**config.mk**
```make
export PLATFORM = sky130hd
export DESIGN_NAME = pc_gen
export DESIGN_NICKNAME = d
export VERILOG_FILES = /design/src/hw/fetch_pkg.sv /design/src/hw/pc_gen.sv
export SDC_FILE = /design/constraint.sdc
export NUM_CORES = 1
export LEC_CHECK = 0
export BUFFER_PORTS_ARGS = -buffer_cell sky130_fd_sc_hd__buf_4
export CORE_ASPECT_RATIO = 0.8
export CORE_UTILIZATION = 50
export DETAILED_ROUTE_END_ITERATION = 8
export PLACE_DENSITY_LB_ADDON = 0.25
export SLEW_MARGIN = 40
export SYNTH_ARGS = -nofsm -noshare
export SYNTH_HDL_FRONTEND = slang
export SYNTH_SLANG_ARGS = --single-unit
```
**constraint.sdc**
```tcl
create_clock -name clk_i -period 4.6 [get_ports clk_i]
set_input_delay 0.92 -clock clk_i [delete_from_list [all_inputs] [get_ports clk_i]]
set_output_delay 0.92 -clock clk_i [all_outputs]
set_load 0.05 [all_outputs]
```
**src/hw/fetch_pkg.sv**
```systemverilog
package fetch_pkg;

    localparam int XLEN = 32;

    // Canonical addi x0, x0, 0 used for every bubble.
    localparam logic [XLEN-1:0] NOP_INSTR = 32'h0000_0013;

    localparam logic [XLEN-1:0] RESET_PC = 32'h0000_0000;

    // Predictor tables are indexed by pc[6:1] and tagged with the bits above.
    localparam int BP_INDEX_BITS = 6;
    localparam int BP_ENTRIES    = 1 << BP_INDEX_BITS;
    localparam int BP_TAG_BITS   = XLEN - BP_INDEX_BITS - 1;

    typedef enum logic [1:0] {
        KIND_OTHER,
        KIND_BRANCH,
        KIND_JAL
    } instr_kind_e;

    // Major opcodes known to the predecoder. OP_C_BRANCH covers c.beqz and c.bnez.
    typedef enum logic [1:0] {
        OP_OTHER,
        OP_BRANCH,
        OP_JAL,
        OP_C_BRANCH
    } opcode_e;

endpackage

```
**src/hw/pc_gen.sv**
```systemverilog
`timescale 1ns/1ps

module pc_gen (
    input  logic                       clk_i,
    input  logic                       reset_i,
    input  logic                       stall_i,
    input  logic                       hold_i,
    input  logic                       step_half_i,
    input  logic                       mispredict_i,
    input  logic [fetch_pkg::XLEN-1:0] resolve_target_i,
    input  logic                       jal_valid_i,
    input  logic [fetch_pkg::XLEN-1:0] jal_target_i,
    input  logic                       pred_taken_i,
    input  logic [fetch_pkg::XLEN-1:0] pred_target_i,
    output logic [fetch_pkg::XLEN-1:0] fetch_pc_o
);
    import fetch_pkg::*;

    logic [XLEN-1:0] pc_q;
    logic [XLEN-1:0] pc_step;

    // A word fetched at a +2 target only yields its upper half.
    assign pc_step = step_half_i ? XLEN'(2) : XLEN'(4);

    always_ff @(posedge clk_i) begin
        if (reset_i) begin
            pc_q <= RESET_PC;
        end else if (mispredict_i) begin
            pc_q <= resolve_target_i;  // Resolved branch beats everything else.
        end else if (jal_valid_i) begin
            pc_q <= jal_target_i;
        end else if (pred_taken_i) begin
            pc_q <= pred_target_i;
        end else if (!stall_i && !hold_i) begin
            pc_q <= pc_q + pc_step;
        end
    end

    assign fetch_pc_o = pc_q;

    // Targets come from outside, so alignment has to hold across all redirect sources.
    a_pc_halfword: assert property (
        @(posedge clk_i) disable iff (reset_i) !fetch_pc_o[0]
    );

endmodule

```
Word level (Yosys, flattened, before mapping)
Index checks and enable logic that the tools add are counted.
Cells by class
  $add $sub $neg: 1
  multiplexer cells: 5
  reduce and logical (&&, ||, !) cells: 4
Operators with widths (count)
  2-to-1 mux 32 bit: 4
  adder 32 x 3 -> 32 bit: 1
  nonzero test 4 bit: 1
  2-to-1 mux 3 bit: 1
  zero test 1 bit: 2
  logical AND 1 bit: 1
Word-level totals
  logic and storage cells: 11
  bits in registers: 32
  output and inout bits: 32

Logic depth before layout (Yosys ltp)
  depth after elaboration: 6
  mapped depth: 9
  gate-level depth less buffers: 8

Worst setup path after synthesis
Ideal clock, no wire load.
  path type: input to register
  from: in step_half_i
  to: reg pc_q[29] (netlist: fetch_pc_o[29])
  path buffers: 1
  required time: 4.484 ns
  stages: 9
  slack: 1.718 ns
  library setup time: 0.116 ns
  data arrival time: 2.766 ns
  cells stage by stage: ha_1 > inv_1 > fa_1 > and4b_1 > buf_2 > nand4_2 > nor4_2 > nand4_1 > and3_1
On the way
  word-level cells in the longest chain between the ends: 6
RTL lines
  start: declaration: RTL line pc_gen.sv:8  | input logic step_half_i,
  2-to-1 mux 3 bit: RTL line pc_gen.sv:23  | assign pc_step = step_half_i ? XLEN'(2) : XLEN'(4);
  adder 32 x 3 -> 32 bit: RTL line pc_gen.sv:35  | pc_q <= pc_q + pc_step;
  2-to-1 mux 32 bit: RTL line pc_gen.sv:34  | end else if (!stall_i && !hold_i) begin
  2-to-1 mux 32 bit: RTL line pc_gen.sv:32  | end else if (pred_taken_i) begin
  2-to-1 mux 32 bit: RTL line pc_gen.sv:30  | end else if (jal_valid_i) begin
  2-to-1 mux 32 bit: RTL line pc_gen.sv:28  | end else if (mispredict_i) begin
  end signal: assignment: RTL line pc_gen.sv:29  | pc_q <= resolve_target_i;
  end signal: assignment: RTL line pc_gen.sv:31  | pc_q <= jal_target_i;
  end signal: assignment: RTL line pc_gen.sv:33  | pc_q <= pred_target_i;
  end: declaration: RTL line pc_gen.sv:19  | logic [XLEN-1:0] pc_q;
Every way passes these cells. The select of a mux whose other input is x is not followed.
A chain may end at the register's enable or synchronous reset.

Worst setup path in the final report
Ends and elaborated chain as after synthesis.

==> run_results.csv <==
group,metric,value,unit
status,status,"finished clean",
synthesis,synth.avg_cell_area,7.349,sq um
sta,setup_tns,0,ns
finish,area_growth,41.70,%
detailed_routing,route.detailed.drc,0,
synthesis,yosysTopAreaCellShare,24.49,%
sta,layout_setup_ws,1.451,ns
detailed_routing,drt-pass1-iter-count,5,
clock_tree,clk-insertion-delay-late,0.29,ns
min_path,whs_path_depth,2,
synthesis,ys_ff_latch,32,
sta,slew_violations,0,
detailed_routing,routed_wirelength,9733,um
synthesis,synth_warnings,0,
placed_design,pre_cts_slack,1.206,ns
clock_tree,cts_buffers,5,
critical_path,critical_path.slowest_cell,"sky130_fd_sc_hd__and4b_1",
synthesis,synthesis.instances,356,
global_routing,track_usage,35.01,%
finish,stdcell_area,3707,sq um
detailed_routing,antenna_violating_nets_post_route,0,
finish,share_of_cells_above_drive_strength_1,31.66,%
pwr,vdd_ir_drop_max,0.0001732,V
run,maxCapViolations,0,
pwr,power.share.combinational,37.7,%
finish,antenna_cells_inserted,0,
global_routing,number_of_antenna_violations_at_the_first_check_in_global_routing,0,
sta,layout_worst_path_cycle_share,68.45,%
min_path,min-delay-start,"fetch_pc_o[20]",
global_routing,global_route_wire_length_before_repair,15490,um
detailed_routing,average_detailed_routed_wire_length_per_instance,18.06,um
clock_tree,root_buffer_cell,"sky130_fd_sc_hd__clkbuf_8",
critical_path,path_cells,"buf_4 -> ha_1 -> inv_1 -> fa_1 -> and4b_1 -> nand4_2 -> nor4_2 -> nand4_1 -> and3_1",
min_path,type_of_the_most_critical_hold_path,"reg -> reg",
pwr,cell_internal_pwr,0.5438,mW
sta,hold_violations,0,
synthesis,synth_area_leader_cell,"sky130_fd_sc_hd__dfxtp_1",
pwr,power_leakage,1.591,nW
global_routing,first_global_vias,3189,
pwr,power_per_cell_area,238.3,nW/um^2
placed_design,port_buffers,135,
clock_tree,cts_repair_resize_count,0,
clock_tree,numClockSinks,32,
critical_path,critical_path_cell_count,9,
die,dieHeight,66.70,um
placed_design,dp_hpwl,7035,um
pwr,power_frac_clock,24.2,%
sta,max_clock_freq,317.6,MHz
placed_design,gp_congestion,0.8953,
critical_path,reg2regPathDepth,8,
global_routing,remaining_global_route_overflow,0,
sta,timing_worst_slew_pin_value,0.7249,ns
die,design.die.area,5528,sq um
critical_path,critical_path.max_stage_delay,0.58,ns
clock_tree,tritoncts,"built",
die,design.portCount,136,
critical_path,minimum_setup_slack_among_reg_to_reg_paths,1.81,ns
global_routing,grt_max_degree,42,
synthesis,prevailing_post_synth_register_cell,"sky130_fd_sc_hd__dfxtp_1",
die,die_w,82.88,um
critical_path,kind_of_cell_adding_the_most_delay_to_the_critical_path,"simple AND/OR/NAND/NOR gates",
critical_path,setup.worst_path.start_class,"input port",
finish,final_core_util,74.04,%
synthesis,synth_nets,463,
synthesis,share_of_synthesized_flip_flops_with_an_asynchronous_set_or_reset,0,%
synthesis,synthTopCellsByArea,"sky130_fd_sc_hd__dfxtp_1 24%, sky130_fd_sc_hd__a21oi_1 5.5%, sky130_fd_sc_hd__o21ai_0 4.8%",
sta,period_minus_slack,3.149,ns
placed_design,postPlaceCellArea,3630,sq um
critical_path,timing_worst_setup_path_type,"in -> reg",
critical_path,worstSetupEndpointType,"flop",
clock_tree,register_clock_pin_slew_on_the_reported_worst_setup_and_hold_paths,0.07,ns
min_path,min_to,"fetch_pc_o[20]",
synthesis,cell_area_after_synthesis,2616,sq um
detailed_routing,avgViaCountPerCell,6.499,
die,placementRows,23,
sta,rsz_0062_raised_after_global_routing,"no",
synthesis,synth-edff-count,0,
pwr,p_sw,0.3397,mW
critical_path,arrival,3.34,ns
finish,layout_net_count,584,
finish,largest_register_ff_count,32,
clock_tree,cts_buffer_depth,2,
sta,slew-limit-headroom,51.56,%
clock_tree,cts.repair_timing.setup_buffer_count,0,
critical_path,crit-reg2reg-launch,"fetch_pc_o[1]",
clock_tree,h-tree-depth,2,
synthesis,synth.distinct_cells,63,
detailed_routing,drt_first_iter_violations,428,
sta,timing.clock.skew,0.006840,ns
clock_tree,cts-hold-fix-buffers,0,
pwr,swShare,38.45,%
die,floorplan.core_area,5007,sq um
critical_path,path_max_fanout,9,
sta,setup_viol,0,
critical_path,cp.required,4.79,ns
pwr,power.share.sequential,38.1,%
critical_path,cp.buffers_inverters,2,
pwr,post-layout-total-power,0.8835,mW
die,start_util,52.25,%
detailed_routing,routed-via-count,3503,
critical_path,worst_r2r_endpoint,"fetch_pc_o[29]",
synthesis,synth-seq-area-share,24.49,%
metrics by stage:
step                      std cells  hold slack (ns)
final                           539           0.4893
after global routing            539           0.5242
after CTS                       539           0.4863
after detailed placement        532           0.4768
after global placement          532           0.4657
after floorplan                 356           0.6793
layout by cell type, fill, tap and decap left out, drive strengths merged, types with 4 or more instances in the layout:
cell / n
buf: 139
dfxtp: 32
a21oi: 29
o21ai: 29
nor2: 27
nand2: 20
nor3: 17
nand3: 17
inv: 12
nand4: 12
a211oi: 11
a221o: 11
a221oi: 10
a31oi: 9
xor2: 6
mux2i: 6
nor4: 6
clkbuf: 6
and4: 5
and3: 5
o22ai: 5
a22oi: 5
nand2b: 4
o221ai: 4
cell usage after synthesis, types with 4 or more instances:
master,n
sky130_fd_sc_hd__and4_1,5
sky130_fd_sc_hd__o21ai_1,4
sky130_fd_sc_hd__a221o_1,11
sky130_fd_sc_hd__nand3_1,16
sky130_fd_sc_hd__a211oi_1,11
sky130_fd_sc_hd__a21oi_1,29
sky130_fd_sc_hd__nor2_1,26
sky130_fd_sc_hd__buf_2,5
sky130_fd_sc_hd__mux2i_1,6
sky130_fd_sc_hd__o21ai_0,25
sky130_fd_sc_hd__clkbuf_1,14
sky130_fd_sc_hd__nand2b_1,4
sky130_fd_sc_hd__nand2_1,20
sky130_fd_sc_hd__inv_1,12
sky130_fd_sc_hd__buf_1,4
sky130_fd_sc_hd__a22oi_1,5
sky130_fd_sc_hd__a31oi_1,9
sky130_fd_sc_hd__and3_1,5
sky130_fd_sc_hd__dfxtp_1,32
sky130_fd_sc_hd__o221ai_1,4
sky130_fd_sc_hd__nand4_1,11
sky130_fd_sc_hd__o22ai_1,5
sky130_fd_sc_hd__nor4_1,5
sky130_fd_sc_hd__a221oi_1,10
sky130_fd_sc_hd__nor3_1,17
sky130_fd_sc_hd__xor2_1,6
tightest hold or removal path, delay by kind of cell (launching register included):
family	cells	cell delay [ns]
flops	1	0.33
buf+inv	1	0.06
compound gates	1	0.05
cells by family after synthesis:
logic type / Yosys count / synth area share [%]
XOR/XNOR: 9 / 3.013
adder cells (fa/ha/maj): 3 / 1.722
buffers and inverters: 39 / 6.121
AO/OA/AOI/OAI: 137 / 35.53
AND/OR/NAND/NOR: 130 / 26.83
flip-flops: 32 / 24.49
multiplexers: 6 / 2.296
power by group through the flow:
stage / logic [mW] / clock network [mW] / registers (mW)
detailed placement: 0.330 / 0 / 0.341
global route: 0.355 / 0.224 / 0.340
finish: 0.333 / 0.213 / 0.337
floorplan: 0.114 / 0 / 0.413
global placement: 0.323 / 0 / 0.340
CTS: 0.331 / 0.209 / 0.335
layout make-up:
| type | count | area (sq um) |
|---|---|---|
| clock buffers | 6 | 72.57 |
| clock inverters | 1 | 5.005 |
| fillers | 384 | 1300 |
| inverters | 14 | 52.55 |
| multi-input cells | 285 | 1815 |
| flip-flops and latches | 32 | 640.6 |
| well taps | 62 | 77.57 |
| repair buffers | 139 | 1044 |
how the worst max path moves through the flow:
stage | slack, ns | endpoint | startpoint
after floorplan | 1.72 | fetch_pc_o[29] | step_half_i
after global placement | 1.33 | fetch_pc_o[29] | step_half_i
after detailed placement | 1.21 | fetch_pc_o[29] | step_half_i
after CTS | 1.50 | fetch_pc_o[29] | step_half_i
after global routing | 1.35 | fetch_pc_o[29] | step_half_i
final | 1.45 | fetch_pc_o[29] | step_half_i
layer usage:
metal	vias up	track usage [%]	part of all wire (%)
met5	-	0	0
met4	0	10.99	1.5
met3	20	8.426	11
met2	261	56.66	46
met1	1590	46.24	41
li1	1632	-	-
Note: power is estimated with default switching activity, not from simulation.
