==> config.mk <==
export PLATFORM = sky130hd
export DESIGN_NAME = predecoder
export DESIGN_NICKNAME = d
export VERILOG_FILES = /design/src/hw/fetch_pkg.sv /design/src/hw/predecoder.sv
export SDC_FILE = /design/constraint.sdc
export NUM_CORES = 1
export LEC_CHECK = 0
export BUFFER_PORTS_ARGS = -buffer_cell sky130_fd_sc_hd__buf_2
export CORE_MARGIN = 4
export CORE_UTILIZATION = 33
export DETAILED_ROUTE_END_ITERATION = 8
export PLACE_DENSITY = 0.84
export SYNTH_ARGS = -nofsm -noshare
export SYNTH_HDL_FRONTEND = slang
export SYNTH_SLANG_ARGS = --single-unit
==> constraint.sdc <==
create_clock -name vclk -period 1.8
set_input_delay 0.09 -clock vclk [all_inputs]
set_output_delay 0.09 -clock vclk [all_outputs]
set_load 0.03 [all_outputs]
==> src/hw/fetch_pkg.sv <==
package fetch_pkg;

    localparam int XLEN = 32;

    // Canonical addi x0, x0, 0 used for every bubble.
    localparam logic [XLEN-1:0] NOP_INSTR = 32'h0000_0013;

    localparam logic [XLEN-1:0] RESET_PC = 32'h0000_0000;

    // Predictor tables are indexed by pc[6:1] and tagged with the bits above.
    localparam int BP_INDEX_BITS = 6;
    localparam int BP_ENTRIES    = 1 << BP_INDEX_BITS;
    localparam int BP_TAG_BITS   = XLEN - BP_INDEX_BITS - 1;

    typedef enum logic [1:0] {
        KIND_OTHER,
        KIND_BRANCH,
        KIND_JAL
    } instr_kind_e;

    // Major opcodes known to the predecoder. OP_C_BRANCH covers c.beqz and c.bnez.
    typedef enum logic [1:0] {
        OP_OTHER,
        OP_BRANCH,
        OP_JAL,
        OP_C_BRANCH
    } opcode_e;

endpackage

==> src/hw/predecoder.sv <==
`timescale 1ns/1ps

module predecoder (
    input  logic [fetch_pkg::XLEN-1:0] instr_i,
    output fetch_pkg::instr_kind_e     kind_o,
    output logic [fetch_pkg::XLEN-1:0] imm_target_offset_o
);
    import fetch_pkg::*;

    opcode_e opcode;

    always_comb begin
        opcode = OP_OTHER;
        if (instr_i[1:0] == 2'b11) begin
            if (instr_i[6:0] == 7'b1100011) opcode = OP_BRANCH;
            if (instr_i[6:0] == 7'b1101111) opcode = OP_JAL;
        end else if (instr_i[1:0] == 2'b01 && instr_i[15:14] == 2'b11) begin
            opcode = OP_C_BRANCH;  // Quadrant 1, funct3 110 or 111.
        end
    end

    always_comb begin
        kind_o              = KIND_OTHER;
        imm_target_offset_o = '0;
        case (opcode)
            OP_BRANCH: begin
                kind_o              = KIND_BRANCH;
                imm_target_offset_o = {{20{instr_i[31]}}, instr_i[7], instr_i[30:25],
                                       instr_i[11:8], 1'b0};
            end
            OP_C_BRANCH: begin
                kind_o              = KIND_BRANCH;
                imm_target_offset_o = {{24{instr_i[12]}}, instr_i[6:5], instr_i[2],
                                       instr_i[11:10], instr_i[4:3], 1'b0};
            end
            OP_JAL: begin
                kind_o              = KIND_JAL;
                imm_target_offset_o = {{12{instr_i[31]}}, instr_i[19:12], instr_i[20],
                                       instr_i[30:21], 1'b0};
            end
            default: begin
                kind_o = KIND_OTHER;
            end
        endcase
    end

endmodule

* After elaboration in Yosys (flattened, before gate mapping)
Index checks and enable logic that the tools add are counted.
Storage, ports and cells: register bits after elaboration 0, input port bits 32
Operators by class: eq/ne operators 8, mux-type cells 6, reductions and logical operators 2
Operator list (count):
- $pmux W32 S3 | 1
- $eq A7 B7 Y1 const B | 2
- $eq A2 B2 Y1 const B | 4
- $mux W2 | 3
- $eq A2 B1 Y1 const B | 2
- $pmux W2 S2 | 1
- $reduce_or A2 Y1 | 1
- $logic_and A1 B1 Y1 | 1
- $mux W1 | 1

* Longest topological paths before layout
Gate-level depths: netlist (run 1).
depth after elaboration 7, depth in mapped cells 6

* Worst setup path before layout (run 1)
Ideal clock, no wire load.
path type input to output, start in instr_i[1] (netlist bit), end out imm_target_offset_o[21] (netlist bit), data arrival time 2081 ps, required time 1710 ps, setup slack -371 ps, cell stages on the path 6, path buffers 3, cells stage by stage nand4b_1 clkbuf_1 buf_1 nand2_1 a21oi_1 buf_4
On the way: cells in the longest elaborated chain, start to end 6, elaborated cells between the ends (all ways) 13
Ends and longest elaborated chain:
- start: declaration | line predecoder.sv:4 | input logic [fetch_pkg::XLEN-1:0] instr_i,
- $eq A7 B7 Y1 / $eq A2 B1 Y1 (equally long branches) | line predecoder.sv:15, predecoder.sv:17
- $mux W1 / $logic_and A1 B1 Y1 (equally long branches) | line predecoder.sv:15, predecoder.sv:17
- $mux W2, on equally long branches | line predecoder.sv:16, predecoder.sv:17
- $mux W2 * | line predecoder.sv:14 | if (instr_i[1:0] == 2'b11) begin
- $eq A2 B2 Y1 / $eq A2 B1 Y1 (equally long branches) | line predecoder.sv:25 | case (opcode)
- $pmux W32 S3 * | line predecoder.sv:25
- end: declaration | line predecoder.sv:6 | output logic [fetch_pkg::XLEN-1:0] imm_target_offset_o
Every way passes the cells marked *; elsewhere a longest branch is shown, timed or not.

* Worst setup path after layout (run 1)
start in instr_i[3] (netlist bit), end out imm_target_offset_o[16] (netlist bit)
On the way: cells in the longest elaborated chain, start to end 6, elaborated cells between the ends (all ways) 9
Ends and longest elaborated chain:
- $eq A7 B7 Y1 | line predecoder.sv:15 | if (instr_i[6:0] == 7'b1100011) opcode = OP_BRANCH;
- $mux W1 | line predecoder.sv:15
- $mux W2 * | line predecoder.sv:16 | if (instr_i[6:0] == 7'b1101111) opcode = OP_JAL;
- $mux W2 * | line predecoder.sv:14
- $eq A2 B2 Y1 / $eq A2 B1 Y1 (equally long branches) | line predecoder.sv:25
- $pmux W32 S3 * | line predecoder.sv:25
Marks and branches as above.

==> results.md, run 1 <==
- The clock buffer instance count of the final layout is 0.
- The summed negative setup slack over all endpoints is 0 ns.
- For this run, the total global-route usage over all layers was measured as 17.0%.
- STA classifies the critical path endpoint as an output port.
- The detailed router finished its first iteration with 13 violations.
- The critical path data required time is 1.71 ns.
- The sequential element share of the synthesized area is 0%.
- The critical path start-end classification is input port to output port.
- The static leakage is 0.450 nW.
- The number of inserted diodes is 0.
- The footprint of the multi-input gates is 383 um^2.
- The number of vias per cell after detailed routing is 5.38.
- The number of placed instances, taps included, is 144.
- For this run, the number of standard cells in the final layout without fillers is 144.
- The sum of net half-perimeters after detailed placement is 1.51 mm.
- The flow ran to the end, and the final reports show no timing, DRC or antenna violations.
- The maximum net fanout on the critical path is 11.
- Entering global routing, the biggest net connects 17 pins.
- The post-cts gate resize count is 0.
- The starting density of the core is 36.7%.
- The post-layout minimum cycle time is 1.64 ns.
- The vertical die dimension is 46.8 um.
- Of the cells placed in the final design, the portion with a size suffix greater than 1 is 55.8%.
- The via count of the first global-routing pass came to 691.
- Synthesis produced a netlist with a net count of 110.
- The total number of sequential cells is 0.
- In this run the biggest area consumer among cell types represents 18.2% of the synthesized area.
- The placed cell area is 757 um^2.
- Setup repair after global routing left no endpoint under its margin.
- Final hold analysis gives a worst-case slack of 0.541 ns.
- The final number of max-transition violations is 0.
- The filler cells instantiated in the layout total 152.
- The max-capacitance violation count is 0.
- The cell count after synthesis came out at 78.
- The data arrival time at the worst-slack endpoint is 1.55 ns.
- The total setup buffers inserted after CTS is 0.
- The post-route cell area is 757 um^2.
- The pre-antenna-repair detailed-routing pass consisted of 4 iterations.
- The transition time at the pin with the least slew margin is 0.564 ns.
- The aggregate global routing overflow is 0.
- The die is 46.8 um wide.
- The sequential cells in the finished layout cover a total of 0 um^2.
- The total power per unit cell area is 199 mW/mm^2.
- The total count of hold-check failures in the final report came to 0.
- The initial antenna violation count is 0.
- The routability-driven placement congestion ratio is 0.691.
- For this run, the number of Yosys warnings is 0.
- The count of unresolved DRC violations after routing is 0.
- The die covers 0.00219 mm^2.
- The area of the placeable core is 0.00135 mm^2.
- The most common cell after layout, fill and taps aside is sky130_fd_sc_hd__buf_2.
- The number of different library cells used by synthesis comes to 26.
- The worst hold path class is input port to output port.
- Relative to the synthesized area, the layout overhead comes to 52.8%.
- Setup violations remaining at the end of the flow were counted as 0.
- Across the VDD grid, the largest voltage drop is 0.0938 mV.
- The mean cell area of the mapped netlist is 6.35 um^2.
- For this design the top-level I/O count stands at 66.
- Of the available clock period, the critical path in the final layout requires 91.3%.
- The detail route stage leaves a number of antenna-violating nets equal to 0.
- The number of buffers inserted by hold repair at cts is 0.
- In the layout the commonest cells are 65 x sky130_fd_sc_hd__buf_2, 14 x sky130_fd_sc_hd__nand2_1, 13 x sky130_fd_sc_hd__a21oi_1, 8 x sky130_fd_sc_hd__o211ai_1.
- The netlist area before placement is 495 um^2.
- sky130_fd_sc_hd__buf_4 takes more of the synthesized area than any other cell.
- Yosys attributes the largest share of cell area to sky130_fd_sc_hd__buf_4 18%, sky130_fd_sc_hd__a21oi_1 14%, sky130_fd_sc_hd__o211ai_1 12%, sky130_fd_sc_hd__nand2_1 11%, sky130_fd_sc_hd__a22o_1 5.3%.
- The launching element type of the critical path is an input port.
- The total wirelength of the detailed-routed design is 1.78 mm.
- The number of nets in the final layout is 163.
- Input and output buffers added on the ports amount to 65.
- The first global-routing pass estimated 2.90 mm of wire.
- The floorplan row count is 13.
- For this run, the top clock speed supported by timing is 609 MHz.
- The relative slew slack is 62.4%.
- The detailed router placed 775 vias in this run.
- Dividing the detail-routed wire length by the instance count gives 12.4 um.
-- worst max-delay path, stage by stage --
cell                      delay, ns
sky130_fd_sc_hd__buf_2         0.14
sky130_fd_sc_hd__or4b_4        0.60
sky130_fd_sc_hd__o32a_4        0.37
sky130_fd_sc_hd__a21oi_1       0.13
sky130_fd_sc_hd__buf_2         0.22
-- final cells by class --
cell class	count	area share (%)
inverters	2	0.992
multi-input cells	59	50.6
well taps	15	2.48
repair buffers	68	46.0
-- Yosys cell counts, types with 2 or more instances --
cell and instances:
sky130_fd_sc_hd__a21oi_1 14, sky130_fd_sc_hd__nand2_1 14, sky130_fd_sc_hd__buf_4 12, sky130_fd_sc_hd__o211ai_1 8
sky130_fd_sc_hd__a22o_1 3, sky130_fd_sc_hd__clkbuf_1 3, sky130_fd_sc_hd__o31ai_1 3, sky130_fd_sc_hd__a31oi_1 2
sky130_fd_sc_hd__inv_1 2
-- power by group --
| group | leakage [nW] | internal [mW] | switching (mW) |
|---|---|---|---|
| Sequential | 0 | 0 | 0 |
| Combinational | 0.450 | 0.0580 | 0.0925 |
| Clock | 0 | 0 | 0 |
-- path summary, 6_finish.rpt --
check	from	slack, ns	cells past startpoint	end
max	instr_i[3]	0.16	5	imm_target_offset_o[16]
min	instr_i[30]	0.54	4	imm_target_offset_o[10]
-- cells by family after synthesis --
| group | share of synthesized area (%) |
|---|---|
| other cells | 0.757 |
| simple gates | 22.7 |
| buf+inv | 25.0 |
| compound gates | 49.7 |
| xor+xnor | 1.77 |
-- metal layers --
layer  share of wire [%]  vias up  global-route usage, %
met5                   0        -                      0
met1                  37      348                   21.8
met2                  51       43                   31.9
li1                    -      384                      -
met3                  13        0                   2.68
met4                   0        0                      0
-- stage by stage --
step	worst slack [ns]	power (mW)	util (%)
after detailed placement	0.157	0.151	56.1
after global placement	0.157	0.148	56.1
after floorplan	0.110	0.0958	-
final	0.157	0.151	56.1
after CTS	0.157	0.151	56.1
after global routing	0.0754	0.165	56.1
Note: power is estimated with default switching activity, not from simulation.
==> run 2: changes to the inputs <==
- CORE_MARGIN: 4 -> 3
==> run 2 against run 1 <==
  * First-iteration DRC count up 23%
  * Global-route usage down 2.4 points
  * Die area down 8.4%
  * Sequential share of layout area unchanged
  * Power down 0.88%
  * Cell area unchanged
  * Critical path depth unchanged
  * Final cell count unchanged
  * Critical path type unchanged
  * Largest cell class unchanged
==> results.md, run 2 (same netlist as run 1, synthesis figures left out) <==
- The delay of the slowest cell on the worst path is 0.60 ns (about the same).
- The starting density of the core is 36.7% (unchanged).
- The floorplan row count is 13 (unchanged).
- The width of the die is 44.8 um (-4.3%).
- The total number of vias is 754 (-2.7%).
- The worst IR drop on VDD came to 0.0893 mV (-4.7%).
- The summed negative setup slack over all endpoints was 0 ns (unchanged).
- The share of power burned in the clock network came to 0% (unchanged).
- The post-cts gate resize count came to 0 (unchanged).
- The footprint of the flip-flops and latches was 0 um^2 (unchanged).
- The most numerous cell on the critical path is sky130_fd_sc_hd__buf_2.
- The area of the placeable core is 0.00135 mm^2 (unchanged).
- The post-placement setup slack is 0.142 ns (-0.0146 ns).
- The initial antenna violation count is 0 (unchanged).
- The routed wirelength normalized by instance count is 11.1 um (-10%).
- The worst hold path depth is 4 (unchanged).
- The via count of the first global-routing pass came to 610 (-12%).
- The static leakage was 0.450 nW (unchanged).
- The total count of hold-check failures in the final report came to 0 (unchanged).
- The overall power consumption is 0.149 mW (-0.88%).
- The fraction of layout instances using a drive strength above 1 came to 55.8% (unchanged).
- The most common cell after layout, fill and taps aside is sky130_fd_sc_hd__buf_2.
- The total power per unit cell area is 197 mW/mm^2 (-0.88%).
- The routability-driven placement congestion ratio is 0.738 (+6.9%).
- The combinational share of power is 100.0% (about the same).
- The net switching share of the total power is 61.2% (-0.31 points).
- The count of endpoints failing setup in the final report is 0 (unchanged).
- The final standard cell count with taps included and fillers excluded is 144 (unchanged).
- Walking the worst path, the cells encountered are buf_2 > or4b_4 > o32a_4 > a21oi_1 > buf_2.
- The total number of sequential cells is 0 (unchanged).
- The number of filler instances in the final layout is 132 (-13%).
- The total setup buffers inserted after CTS is 0 (unchanged).
- The relative slew slack was 60.7% (-1.6 points).
- The number of nets in the final layout came to 163 (unchanged).
- The ratio of final minimum period to clock period is 91.7% (+0.46 points).
- The final number of max-transition violations came to 0 (unchanged).
- The buffer and inverter count on the worst path is 2 (unchanged).
- The fraction of power consumed by sequential logic came to 0% (unchanged).
- The data arrival time at the worst-slack endpoint was 1.56 ns (about the same).
- The critical path data required time is 1.71 ns (about the same).
- The total instance count after detailed placement is 144 (unchanged).
- The pin count of the biggest net entering global routing came to 17 (unchanged).
- The reported net switching power was 0.0912 mW (-1.4%).
- The worst hold path class is input port to output port.
- Setup repair after global routing left no endpoint under its margin.
- Among all stages on the critical path, the largest delay is contributed by sky130_fd_sc_hd__or4b_4.
- The initial DRC count is 16 (+3).
- The total wirelength of the detailed-routed design is 1.60 mm (-10%).
- The top cell family by delay on the critical path is simple AND/OR/NAND/NOR gates.
- The fmax is 606 MHz (-0.50%).
- The maximum net fanout on the critical path is 11 (unchanged).
- The worst setup path is captured at an output port.
- The number of I/O pins was 66 (unchanged).
- The layout overhead on the synthesized area is 52.8% (unchanged).
- The number of I/O port buffers is 65 (unchanged).
- The internal portion of total power is 0.0579 mW (about the same).
- The final critical-path setup slack is 0.149 ns (-0.00832 ns).
- The post-route cell area came to 757 um^2 (unchanged).
- The floorplan die area came to 0.00200 mm^2 (-8.4%).
- The count of unresolved DRC violations after routing came to 0 (unchanged).
- The total track usage is 14.7% (-2.4 points).
- In this run the most critical hold path is launched from instr_i[29].
- The vertical die dimension is 44.8 um (-4.3%).
- The path with the worst hold slack has its endpoint at imm_target_offset_o[9].
- The launching element type of the critical path is an input port.
- The remaining antenna violation count is 0 (unchanged).
- The number of vias per cell after detailed routing came to 5.24 (-2.7%).
- The max-capacitance violation count is 0 (unchanged).
- The sum of net half-perimeters after detailed placement is 1.37 mm (-9.3%).
- The wire length of the first global-routing pass is 2.39 mm (-18%).
- The clock buffer instance count of the final layout is 0 (unchanged).
- The number of inserted diodes is 0 (unchanged).
- The critical path start-end classification is input port to output port.
- In the layout the commonest cells are 65 x sky130_fd_sc_hd__buf_2, 14 x sky130_fd_sc_hd__nand2_1, 13 x sky130_fd_sc_hd__a21oi_1, 8 x sky130_fd_sc_hd__o211ai_1.
- The post-layout minimum cycle time came to 1.65 ns (+0.00832 ns).
- The number of buffers inserted by hold repair at cts came to 0 (unchanged).
- The flow ran to the end, and the final reports show no timing, DRC or antenna violations.
- The placed cell area is 757 um^2 (unchanged).
- The transition time at the pin with the least slew margin was 0.589 ns (+0.0245 ns).
- The aggregate global routing overflow is 0 (unchanged).
- The number of iterations in the first detailed-routing pass was 4 (unchanged).
## run 2: cell counts in the layout (fill, tap and decap cells not counted)
Identical to the previous run, type by type.
## run 2: how the worst max path moves through the flow
stage / slack [ns] / cells past startpoint / to / start
floorplan: 0.11 / 4 / imm_target_offset_o[13] / instr_i[4]
global placement: 0.16 / 5 / imm_target_offset_o[15] / instr_i[3]
detailed placement: 0.14 / 5 / imm_target_offset_o[14] / instr_i[3]
CTS: 0.14 / 5 / imm_target_offset_o[14] / instr_i[3]
global route: 0.09 / 5 / imm_target_offset_o[14] / instr_i[3]
finish: 0.15 / 5 / imm_target_offset_o[14] / instr_i[3]
## run 2: through the flow
step           util, %  hold WS [ns]
2_1_floorplan        -         0.387
3_3_place_gp      56.1         0.538
6_report          56.1         0.538
5_1_grt           56.1         0.553
4_1_cts           56.1         0.540
3_5_place_dp      56.1         0.537
## run 2: per-layer routing
metal  wire, um  track usage (%)
met2        811             28.9
met1        617             17.9
met4          0                0
met3        165             1.20
met5          0                0
## run 2: layout make-up
type,instances,area [um^2],area share (%)
inverters,2,7.51,0.992
multi-input cells,59,383,50.6
well taps,15,18.8,2.48
repair buffers,68,348,46.0
## run 2: power by group through the flow
stage | registers [mW] | clock network, mW | logic, mW
after floorplan | 0 | 0 | 0.0958
after global placement | 0 | 0 | 0.147
after detailed placement | 0 | 0 | 0.150
after CTS | 0 | 0 | 0.150
after global routing | 0 | 0 | 0.163
final | 0 | 0 | 0.149
## run 2: worst min-delay path, delay by kind of cell
family	cells	cell delay, ns
AOI/OAI and AO/OA	1	0.05
and+or+nand+nor	1	0.04
buffers and inverters	2	0.27
