===== src/hw/fetch_pkg.sv =====
package fetch_pkg;

    localparam int XLEN = 32;

    // Canonical addi x0, x0, 0 used for every bubble.
    localparam logic [XLEN-1:0] NOP_INSTR = 32'h0000_0013;

    localparam logic [XLEN-1:0] RESET_PC = 32'h0000_0000;

    // Predictor tables are indexed by pc[6:1] and tagged with the bits above.
    localparam int BP_INDEX_BITS = 6;
    localparam int BP_ENTRIES    = 1 << BP_INDEX_BITS;
    localparam int BP_TAG_BITS   = XLEN - BP_INDEX_BITS - 1;

    typedef enum logic [1:0] {
        KIND_OTHER,
        KIND_BRANCH,
        KIND_JAL
    } instr_kind_e;

    // Major opcodes known to the predecoder. OP_C_BRANCH covers c.beqz and c.bnez.
    typedef enum logic [1:0] {
        OP_OTHER,
        OP_BRANCH,
        OP_JAL,
        OP_C_BRANCH
    } opcode_e;

endpackage


===== src/hw/instr_queue.sv =====
`timescale 1ns/1ps

module instr_queue (
    input  logic                       clk_i,
    input  logic                       reset_i,
    input  logic                       word_valid_i,
    input  logic [fetch_pkg::XLEN-1:0] word_i,
    input  logic [fetch_pkg::XLEN-1:0] word_pc_i,
    input  logic                       flush_i,
    input  logic                       consume_i,
    output logic                       head_valid_o,
    output logic [fetch_pkg::XLEN-1:0] head_instr_o,
    output logic [fetch_pkg::XLEN-1:0] head_pc_o,
    output logic                       hold_o,
    output logic                       step_half_o
);
    import fetch_pkg::*;

    typedef enum logic {
        Q_EMPTY,
        Q_HALF
    } q_state_e;

    q_state_e        state_q;
    logic [15:0]     half_q;
    logic [XLEN-1:0] half_pc_q;
    logic [15:0]     word_lo;
    logic [15:0]     word_hi;
    logic            half_full;
    logic            word_head;
    logic            accept;

    assign word_lo   = word_i[15:0];
    assign word_hi   = word_i[31:16];
    assign half_full = (half_q[1:0] == 2'b11);  // Pending half opens a 32-bit instruction.

    always_comb begin
        head_valid_o = 1'b0;
        head_instr_o = {16'b0, word_lo};
        head_pc_o    = word_pc_i;
        word_head    = 1'b0;
        if (state_q == Q_EMPTY) begin
            if (word_valid_i && !word_pc_i[1]) begin
                head_valid_o = 1'b1;
                word_head    = 1'b1;
                if (word_lo[1:0] == 2'b11) begin
                    head_instr_o = word_i;
                end
            end else if (word_valid_i && word_hi[1:0] != 2'b11) begin
                // Lower half belongs to the old path and is dropped.
                head_valid_o = 1'b1;
                word_head    = 1'b1;
                head_instr_o = {16'b0, word_hi};
            end
        end else if (!half_full) begin
            head_valid_o = 1'b1;
            head_instr_o = {16'b0, half_q};
            head_pc_o    = half_pc_q;
        end else if (word_valid_i) begin
            head_valid_o = 1'b1;
            word_head    = 1'b1;
            head_instr_o = {word_lo, half_q};  // Split instruction completed.
            head_pc_o    = half_pc_q;
        end
    end

    // A waiting compressed half, or an unconsumed head taken from the word, blocks the word.
    assign hold_o      = (state_q == Q_HALF && !half_full) || (word_head && !consume_i);
    assign accept      = word_valid_i && !hold_o;
    assign step_half_o = (state_q == Q_EMPTY) && word_pc_i[1];

    always_ff @(posedge clk_i) begin
        if (reset_i || flush_i) begin
            state_q <= Q_EMPTY;
        end else if (state_q == Q_EMPTY) begin
            if (accept && !word_pc_i[1] && word_lo[1:0] != 2'b11) begin
                state_q <= Q_HALF;
            end else if (accept && word_pc_i[1] && word_hi[1:0] == 2'b11) begin
                state_q <= Q_HALF;
            end
        end else if (!half_full && consume_i) begin
            state_q <= Q_EMPTY;
        end
    end

    // The stored half is always the upper half of an accepted word.
    always_ff @(posedge clk_i) begin
        if (accept) begin
            half_q    <= word_hi;
            half_pc_q <= {word_pc_i[XLEN-1:2], 2'b10};
        end
    end

    // The top must not hand over a stale word right after a redirect.
    a_flush_empties: assert property (
        @(posedge clk_i) disable iff (reset_i) flush_i |=> !head_valid_o
    );

endmodule


===== config.mk =====
export PLATFORM = sky130hd
export DESIGN_NAME = instr_queue
export DESIGN_NICKNAME = d
export VERILOG_FILES = /design/src/hw/fetch_pkg.sv /design/src/hw/instr_queue.sv
export SDC_FILE = /design/constraint.sdc
export NUM_CORES = 1
export LEC_CHECK = 0
export BUFFER_PORTS_ARGS = -buffer_cell sky130_fd_sc_hd__buf_2
export CAP_MARGIN = 20
export CELL_PAD_IN_SITES_DETAIL_PLACEMENT = 1
export CELL_PAD_IN_SITES_GLOBAL_PLACEMENT = 2
export CORE_MARGIN = 2
export CORE_UTILIZATION = 29
export CTS_BUF_LIST = sky130_fd_sc_hd__clkbuf_4
export DETAILED_ROUTE_END_ITERATION = 12
export PLACE_DENSITY = 0.85
export SYNTH_ARGS = -nofsm -noshare
export SYNTH_HDL_FRONTEND = slang
export SYNTH_SLANG_ARGS = --single-unit

===== constraint.sdc =====
create_clock -name clk_i -period 4 [get_ports clk_i]
set_input_delay 0.8 -clock clk_i [delete_from_list [all_inputs] [get_ports clk_i]]
set_output_delay 0.8 -clock clk_i [all_outputs]
set_load 0.02 [all_outputs]

Word-level counts from Yosys, hierarchy flattened
Index checks and enable logic that the tools add are counted.
{ "totals": {"input_bits": 69, "output_inout_bits": 67, "regBits": 47} }
{ "classes": {"n_reduce_logical": 17, "n_eq_ne": 5, "muxes": 20, "bitwise_logic": 1} }
{ "ops": {"columns": ["operator", "count"], "rows": [
  ["$mux 32", 8],
  ["$mux 16", 1],
  ["$logic_and 1x1->1", 11],
  ["$mux 1", 11],
  ["$eq 2x2->1 const B", 3],
  ["$logic_not 1->1", 4],
  ["$ne 2x2->1 const B", 2],
  ["$logic_or 1x1->1", 2],
  ["$not 1->1", 1]
]} }

Logic depth before layout (Yosys ltp)
Gate-level depths: netlist of run 1.
{ "depth": {"ltp_word": 14, "ltp_mapped": 6} }

Worst setup path after synthesis of run 1
OpenSTA, ideal clock, no wires.
{ "synth_path": {"kind": "in2reg", "startpoint": "input word_pc_i[1] (netlist bit)", "endpoint": "register half_pc_q[10] (enable)", "t_arrival_ns": 3.320, "n_path_buf": 0, "setup_slack_ns": 0.230, "required_ns": 3.550, "path_stages": 3, "cell_sequence": "nor2b_1 a32oi_1 nor2_1"} }
{ "synth_between": {"elab_chain_cells": 8} }
{ "synth_rtl": {"columns": ["element", "line_no", "source"], "rows": [
  ["start: declaration", "instr_queue.sv:8", "input logic [fetch_pkg::XLEN-1:0] word_pc_i,"],
  ["$logic_not 1->1", "instr_queue.sv:43", "if (word_valid_i && !word_pc_i[1]) begin"],
  ["$logic_and 1x1->1", "instr_queue.sv:43", null],
  ["$mux 1", "instr_queue.sv:43", null],
  ["$mux 1", "instr_queue.sv:42", "if (state_q == Q_EMPTY) begin"],
  ["$logic_and 1x1->1", "instr_queue.sv:68", "assign hold_o = (state_q == Q_HALF && !half_full) || (word_head && !consume_i);"],
  ["$logic_or 1x1->1", "instr_queue.sv:68", null],
  ["$logic_not 1->1", "instr_queue.sv:69", "assign accept = word_valid_i && !hold_o;"],
  ["$logic_and 1x1->1", "instr_queue.sv:69", null],
  ["via accept", "instr_queue.sv:31", "logic accept;"],
  ["end signal: assignment", "instr_queue.sv:90", "half_pc_q <= {word_pc_i[XLEN-1:2], 2'b10};"],
  ["end: declaration", "instr_queue.sv:26", "logic [XLEN-1:0] half_pc_q;"]
]} }
The timed path passes the listed nets, and every way through them passes these cells.
A chain may end at the register's enable or synchronous reset.

Worst setup path after layout of run 1
{ "layout_path": {"startpoint": "input word_valid_i", "endpoint": "output head_pc_o[8] (netlist bit)"} }
{ "layout_between": {"elab_chain_cells": 3} }
{ "layout_rtl": {"columns": ["element", "line_no", "source"], "rows": [
  ["start: declaration", "instr_queue.sv:6", "input logic word_valid_i,"],
  ["$mux 32", "instr_queue.sv:59", "end else if (word_valid_i) begin"],
  ["$mux 32", "instr_queue.sv:55", "end else if (!half_full) begin"],
  ["$mux 32", "instr_queue.sv:42", null],
  ["end: declaration", "instr_queue.sv:13", "output logic [fetch_pkg::XLEN-1:0] head_pc_o,"]
]} }
Every way passes these cells.

==> results of run 1 <==
## kinds of logic after synthesis
logic type / synth area share [%]
muxes: 28.1
and+or+nand+nor: 5.09
buffers and inverters: 4.18
AOI/OAI and AO/OA: 9.42
DFF: 53.3
## worst paths after layout
path | start | end | slack [ps] | depth (start not counted)
worst max-delay path | word_valid_i | head_pc_o[8] | 790 | 6
worst max register to register | state_q | half_q[3] | 2010 | 5
worst min register to register | half_q[0] | state_q | 890 | 3
worst min-delay path | word_pc_i[28] | half_pc_q[28] | 620 | 1
## power by group through the flow
stage               sequential [mW]  clock (mW)  combinational (mW)
floorplan                     0.587           0               0.144
global placement              0.588           0               0.237
detailed placement            0.589           0               0.243
CTS                           0.578       0.248               0.243
global route                  0.580       0.267               0.260
finish                        0.577       0.233               0.239
## state kept, by name, summed over array words and instances (netlist names)
register,count
state_q,1
half_pc_q,30
half_q,16
## per-layer routing
metal	up-vias	global-route usage (%)	wire, um
li1	993	-	-
met5	-	0	0
met4	0	2.85	38
met3	5	4.85	604
met2	81	25.1	3610
met1	1000	17.2	2870
## Yosys cell counts, types with 3 or more instances
cell type   n
a22o_1     16
buf_2       3
buf_4       4
clkbuf_1    3
edfxtp_1   46
mux2_2     30
mux2i_1    40
nand2_1     4
nor2_1      4
o21ai_0     3
## layout make-up
| type | instances | area [sq um] |
|---|---|---|
| repair buffers | 139 | 706 |
| fillers | 964 | 5330 |
| clock buffers | 7 | 52.6 |
| well taps | 108 | 135 |
| clock inverters | 1 | 5.00 |
| inverters | 3 | 11.3 |
| multi-input cells | 120 | 1130 |
| flip-flops and latches | 47 | 1400 |
## stage by stage
step / total power, mW / cell area [sq um] / hold slack (ps) / setup slack [ps] / cells
floorplan: 0.731 / 2630 / 645 / 230 / 183
global placement: 0.825 / 3380 / 857 / 779 / 417
detailed placement: 0.832 / 3380 / 866 / 776 / 417
CTS: 1.07 / 3440 / 601 / 769 / 425
global route: 1.11 / 3440 / 584 / 663 / 425
finish: 1.05 / 3440 / 620 / 789 / 425
## critical path: cells and delay by family
kind / cells / cell delay (ps)
muxes: 1 / 390
and+or+nand+nor: 2 / 740
buffers and inverters: 3 / 470
==> impl_metrics.ini, run 1 <==
[setup_path]
critical_path.max_stage_delay_ps = 460
path_common_cell = buf_2
cp.arrival_ps = 2410
worst-setup-path-type = primary input to output port
cp-end-kind = output port
crit_chain = buf_2, inv_2, nand3_4, nand2_4, mux2_2, buf_2
cp_max_fo = 33
worstPathRequired_ps = 3200
cp_slowest_cell = nand2_4
cp-start-kind = primary input

[global_routing]
gr-usage-all-layers_pct = 14.3
grt_overflow = 0
grt_pass1_vias = 2172
grt_first_pass_wirelength_um = 11200
antenna_found_initial = 1
grt_max_degree = 47

[routing]
drt-total-wl_um = 7120
avgViaCountPerCell = 4.89
ant_nets = 0
vias = 2079
firstDrtPassIters = 4
drtIter0Drc = 55
drc = 0
wl_per_cell_um = 16.8

[worst_hold_path]
min_path_type = primary input to flop

[sta]
setup_tns_ps = 0
max-slew-margin-rel_pct = 45.2
max_freq_mhz = 311
setup_viol_count_final = 0
slew_violations = 0
worst_slew_pin_slew_ps = 823
min_period_over_period_pct = 80.3
rsz0062_at_grt = no
period_minus_slack_ps = 3210
finalHoldViolCount = 0
finClkSkew_ps = 12.2

[finish]
mostFrequentLayoutCell = buf_2
nNetsFinal = 385
post-route-util_pct = 39.2
area_delta_synth_final_pct = 30.7
drive_above_1_share_pct = 57.4
mostFrequentLayoutCells = buf_2, edfxtp_1, mux2i_1
diodes = 0

[synth]
syn_avg_cell_area_sq_um = 14.4
yosys.area.top_type = edfxtp_1
synth.net_count = 252
async_reset_ff_share_pct = 0
synth_top_area_share_pct = 52.5
ys.flop_type = edfxtp_1
ys_ff_latch = 47
synth.distinct_cells = 35
seq_area_frac_synth_pct = 53.3
yosysWarningCount = 0
netlist_instances = 183
syn-cell-area_sq_um = 2630
synth_enable_flop_cells = 46
netlist_top_cells_area = edfxtp_1, mux2i_1, mux2_2, a22o_1, buf_4

[die]
dieArea_sq_um = 9850
die_h_um = 99.3
die_w_um = 99.3
core_sq_um = 8760
rows = 34
io_pins = 136
start_util_pct = 30.0

[pwr]
leakage_nw = 1.58
power.density_cell_area_nw_per_um2 = 305
combPwrFrac_pct = 22.8
power_frac_seq_pct = 55.0
ir_drop_mv = 0.131
p_sw_mw = 0.301
netSwitchingFraction_pct = 28.7
intPower_mw = 0.748
power_frac_clock_pct = 22.2

[clock_network]
cts_buffers = 5
cts_resized = 0
clockBufferDepth = 2
post_cts_buffers = 0
cts-htree-levels = 2
root_buffer = clkbuf_4
ctsHoldBuffers = 0
cts.sinks = 47
clkTransAtPathRegs_ps = 140
cts_tree = built
insertion_delay_ps = 360

[place]
port_buffers = 135
hpwl_um = 5310
gp_congestion = 0.737

[outcome]
outcome = finished, final reports clean

[job]
cap_viol_max_count = 0
(Power assumes the default switching activity.)
==> run 2: changes to the inputs <==
- clock period: 4 -> 3.3 ns (I/O delays scaled with it)
==> run 2 against run 1 <==
Compared with the run above: count of clock-buffer cells in the layout decreased by 2; register-to-register slack got worse by 760 ps; core utilization grew 0.40 points; sequential share of layout area is 0.41 points lower; first-iteration DRC count decreased by 7.3%; non-clock buffer count increased by 3; cell count is 0.71% higher; clock power increased by 23%; largest cell class unchanged.
==> impl_metrics.ini, run 2 (same netlist as run 1, synthesis figures left out) <==
[die]
start_util_pct = 30.0
rows = 34
io_pins = 136
die_h_um = 99.3
die_w_um = 99.3
core_sq_um = 8760
dieArea_sq_um = 9850

[global_routing]
grt_pass1_vias = 2211
antenna_found_initial = 1
gr-usage-all-layers_pct = 14.3
grt_first_pass_wirelength_um = 11400
grt_overflow = 0
grt_max_degree = 34

[routing]
drc = 0
drt-total-wl_um = 7080
avgViaCountPerCell = 4.84
firstDrtPassIters = 4
drtIter0Drc = 51
wl_per_cell_um = 16.5
ant_nets = 0
vias = 2071

[sta]
min_period_over_period_pct = 83.8
slew_violations = 0
rsz0062_at_grt = no
finClkSkew_ps = 11.8
setup_viol_count_final = 0
max_freq_mhz = 362
setup_ws_ps = 535
finalHoldViolCount = 0
max-slew-margin-rel_pct = 62.6
period_minus_slack_ps = 2770
setup_tns_ps = 0
worst_slew_pin_slew_ps = 560

[setup_path]
cp_max_fo = 14
cp.arrival_ps = 2110
cp-startpoint = state_q
worst-setup-path-type = flop to output port
reg2reg_from = state_q
worstPathRequired_ps = 2640
cp-end-kind = output port
cp-start-kind = flop

[finish]
multiInputGateArea_sq_um = 1130
fill_cells = 981
post-route-util_pct = 39.6
reg_top3 = half_pc_q x30, half_q x16, state_q x1
design_area_sq_um = 3470
drive_above_1_share_pct = 57.5
ff_latch_area_sq_um = 1400
diodes = 0
mostFrequentLayoutCell = buf_2
largest_reg_flops = 30
area_delta_synth_final_pct = 32.0
largest-register = half_pc_q
nNetsFinal = 388
mostFrequentLayoutCells = buf_2, edfxtp_1, mux2i_1

[outcome]
outcome = finished, final reports clean

[pwr]
power_mw = 1.28
ir_drop_mv = 0.145
power.density_cell_area_nw_per_um2 = 369
leakage_nw = 1.60

[place]
gp_congestion = 0.743
port_buffers = 135
hpwl_um = 5340
place_ws_ps = 654
dpl-instance-area_sq_um = 3420

[clock_network]
cts_buffers = 5
cts-htree-levels = 2
insertion_delay_ps = 370
ctsHoldBuffers = 0
clockBufferDepth = 2
cts.sinks = 47
post_cts_buffers = 0
root_buffer = clkbuf_4
clkTransAtPathRegs_ps = 160
cts_resized = 0
cts_tree = built

[job]
cap_viol_max_count = 0

[worst_hold_path]
min_path_type = primary input to flop
min_from = word_pc_i[17]
==> run 2: changes by cell type in the layout (fill, tap and decap cells not counted) <==
cell | previous run | this run
clkinv_1 | 0 | 1
clkinv_2 | 1 | 0
clkinvlp_4 | 0 | 1
clkinv_4 | 0 | 1
buf_12 | 0 | 1
buf_4 | 4 | 6
clkbuf_4 | 7 | 5
==> run 2: routing by layer <==
metal	vias up	track usage [%]	part of all wire, %
li1	997	-	-
met1	977	17.8	41
met2	89	24.2	50
met3	6	4.29	8.5
met4	2	3.79	0.78
met5	-	0	0.18
==> run 2: final timing paths <==
check                     endpoint  slack [ps]  cells past startpoint
setup / recovery  head_instr_o[30]         530                      5
hold / removal       half_pc_q[17]         460                      1
setup reg to reg     half_pc_q[29]        1250                      4
hold reg to reg            state_q         860                      2
==> run 2: final cells by class <==
cell class | count | share of cell area [%]
clock inverters | 3 | 0.576
repair buffers | 142 | 21.3
flip-flops and latches | 47 | 40.3
multi-input cells | 120 | 32.5
inverters | 3 | 0.324
clock buffers | 5 | 1.08
well taps | 108 | 3.89
==> run 2: metrics by stage <==
step	hold slack, ps	std cells
after floorplan	645	183
after global placement	848	420
after detailed placement	836	420
after CTS	441	428
after global routing	431	428
final	458	428
==> run 2: power by group <==
group | switching, mW | internal [mW] | leakage, nW
combinational | 0.173 | 0.120 | 1.13
clock | 0.205 | 0.0823 | 0.0288
sequential | 0.0104 | 0.690 | 0.441
==> run 2: critical path: stages (launching register included) <==
cell and delay (ps):
dfxtp_1 690, nand3_1 190, nor2_1 260, buf_4 270, a22o_1 160, buf_2 170
==> run 3: changes to the inputs <==
- clock period: 3.3 -> 2.7 ns (I/O delays scaled with it)
==> run 3 against run 2 <==
Compared with the run above: power is 21% higher; worst setup slack got worse by 350 ps; flip-flop and latch count did not move; global-route usage up 0.061 points; die area did not move.
==> impl_metrics.ini, run 3 (same netlist as run 1, synthesis figures left out) <==
[pwr]
power_frac_seq_pct = 55.1
combPwrFrac_pct = 23.0
netSwitchingFraction_pct = 29.9
leakage_nw = 1.59
power_frac_clock_pct = 21.8
power_mw = 1.55
intPower_mw = 1.09
power.density_cell_area_nw_per_um2 = 448
p_sw_mw = 0.463
ir_drop_mv = 0.178

[finish]
diodes = 0
largest_reg_flops = 30
drive_above_1_share_pct = 58.4
mostFrequentLayoutCell = buf_2
fin_cells = 428
mostFrequentLayoutCells = buf_2, edfxtp_1, mux2i_1
largest-register = half_pc_q
reg_top3 = half_pc_q x30, half_q x16, state_q x1
ff_latch_area_sq_um = 1400
nNetsFinal = 388
fill_cells = 1004
area_delta_synth_final_pct = 31.7
multiInputGateArea_sq_um = 1130

[outcome]
outcome = finished, final reports clean

[sta]
min_period_over_period_pct = 93.0
setup_tns_ps = 0
finalHoldViolCount = 0
setup_viol_count_final = 0
worst_slew_pin_slew_ps = 487
finClkSkew_ps = 10.4
max-slew-margin-rel_pct = 67.5
period_minus_slack_ps = 2510
slew_violations = 0
max_freq_mhz = 398
rsz0062_at_grt = no

[global_routing]
antenna_found_initial = 0
grt_pass1_vias = 2205
grt_first_pass_wirelength_um = 11400
grt_max_degree = 34
grt_overflow = 0
gr-usage-all-layers_pct = 14.4

[clock_network]
root_buffer = clkbuf_4
cts.sinks = 47
ctsHoldBuffers = 0
cts_buffers = 5
clockBufferDepth = 2
clkTransAtPathRegs_ps = 150
cts-htree-levels = 2
insertion_delay_ps = 360
cts_tree = built

[die]
io_pins = 136
rows = 34
start_util_pct = 30.0
die_w_um = 99.3
dieArea_sq_um = 9850
die_h_um = 99.3
core_sq_um = 8760

[routing]
drt-total-wl_um = 7040
ant_nets = 0
wl_per_cell_um = 16.5
avgViaCountPerCell = 4.87
drc = 0
vias = 2086
firstDrtPassIters = 4
drtIter0Drc = 45

[setup_path]
cp-end-kind = output port
r2r-end = half_pc_q[31]
cp_slowest_cell = mux2_2
cp.buffers_inverters = 2
regToRegSetupSlack_ps = 850
cp.arrival_ps = 1970
worst-setup-path-type = flop to output port
crit_chain = buf_4, nand2_4, mux2_2, buf_2
reg2reg_from = state_q
r2r_cells = 5
cp_max_fo = 33
cp-startpoint = state_q
crit_family = buffers and inverters
cp-start-kind = flop
path_depth = 4
worstPathRequired_ps = 2160
critical_path.max_stage_delay_ps = 380
crit_end = head_pc_o[19]

[worst_hold_path]
min_path_type = primary input to flop

[place]
dp.cells = 420
hpwl_um = 5330
port_buffers = 135
gp_congestion = 0.737

[job]
cap_viol_max_count = 0
==> run 3: stage by stage <==
stage,cell area (sq um),setup slack (ps),hold WS (ps),utilization [%]
after floorplan,2640,419,639,-
after global placement,3400,174,728,38.8
after detailed placement,3400,131,733,38.8
after CTS,3460,112,337,39.5
after global routing,3460,29.5,317,39.5
final,3460,189,355,39.5
==> run 3: area by class of cell <==
type	instances	share of cell area [%]
Clock buffer	5	1.08
Tap cell	108	3.90
Inverter	3	0.325
Clock inverter	3	0.578
Multi-Input combinational cell	120	32.6
Sequential cell	47	40.4
Timing Repair Buffer	142	21.0
==> run 3: what timing repair did <==
| action | in CTS | in global routing |
|---|---|---|
| gates resized for setup | 1 | 1 |
| endpoints found under the setup margin | 2 | 5 |
| buffers inserted | 0 | 0 |
==> run 3: power groups by stage <==
stage | sequential, mW | clock [mW] | combinational, mW
after floorplan | 0.868 | 0 | 0.214
after global placement | 0.871 | 0 | 0.354
after detailed placement | 0.872 | 0 | 0.363
after CTS | 0.856 | 0.361 | 0.364
after global routing | 0.860 | 0.386 | 0.389
final | 0.855 | 0.339 | 0.358
==> run 3: worst min path at each step <==
stage             startpoint       endpoint  slack [ps]  cells after the start
3_3_place_gp   word_pc_i[26]  half_pc_q[26]         730                      1
6_report        word_pc_i[3]   half_pc_q[3]         360                      1
5_1_grt         word_pc_i[3]   half_pc_q[3]         320                      1
4_1_cts         word_pc_i[3]   half_pc_q[3]         340                      1
2_1_floorplan  word_pc_i[10]  half_pc_q[10]         640                      0
3_5_place_dp   word_pc_i[28]  half_pc_q[28]         730                      1
==> run 3: layer usage <==
metal | track usage, % | wire length [um] | up-vias | part of all wire, %
li1 | - | - | 998 | -
met1 | 17.3 | 2920 | 1000 | 42
met2 | 25.1 | 3470 | 80 | 49
met3 | 4.22 | 565 | 8 | 8.0
met4 | 3.69 | 83 | 0 | 1.2
met5 | 0 | 0 | - | 0
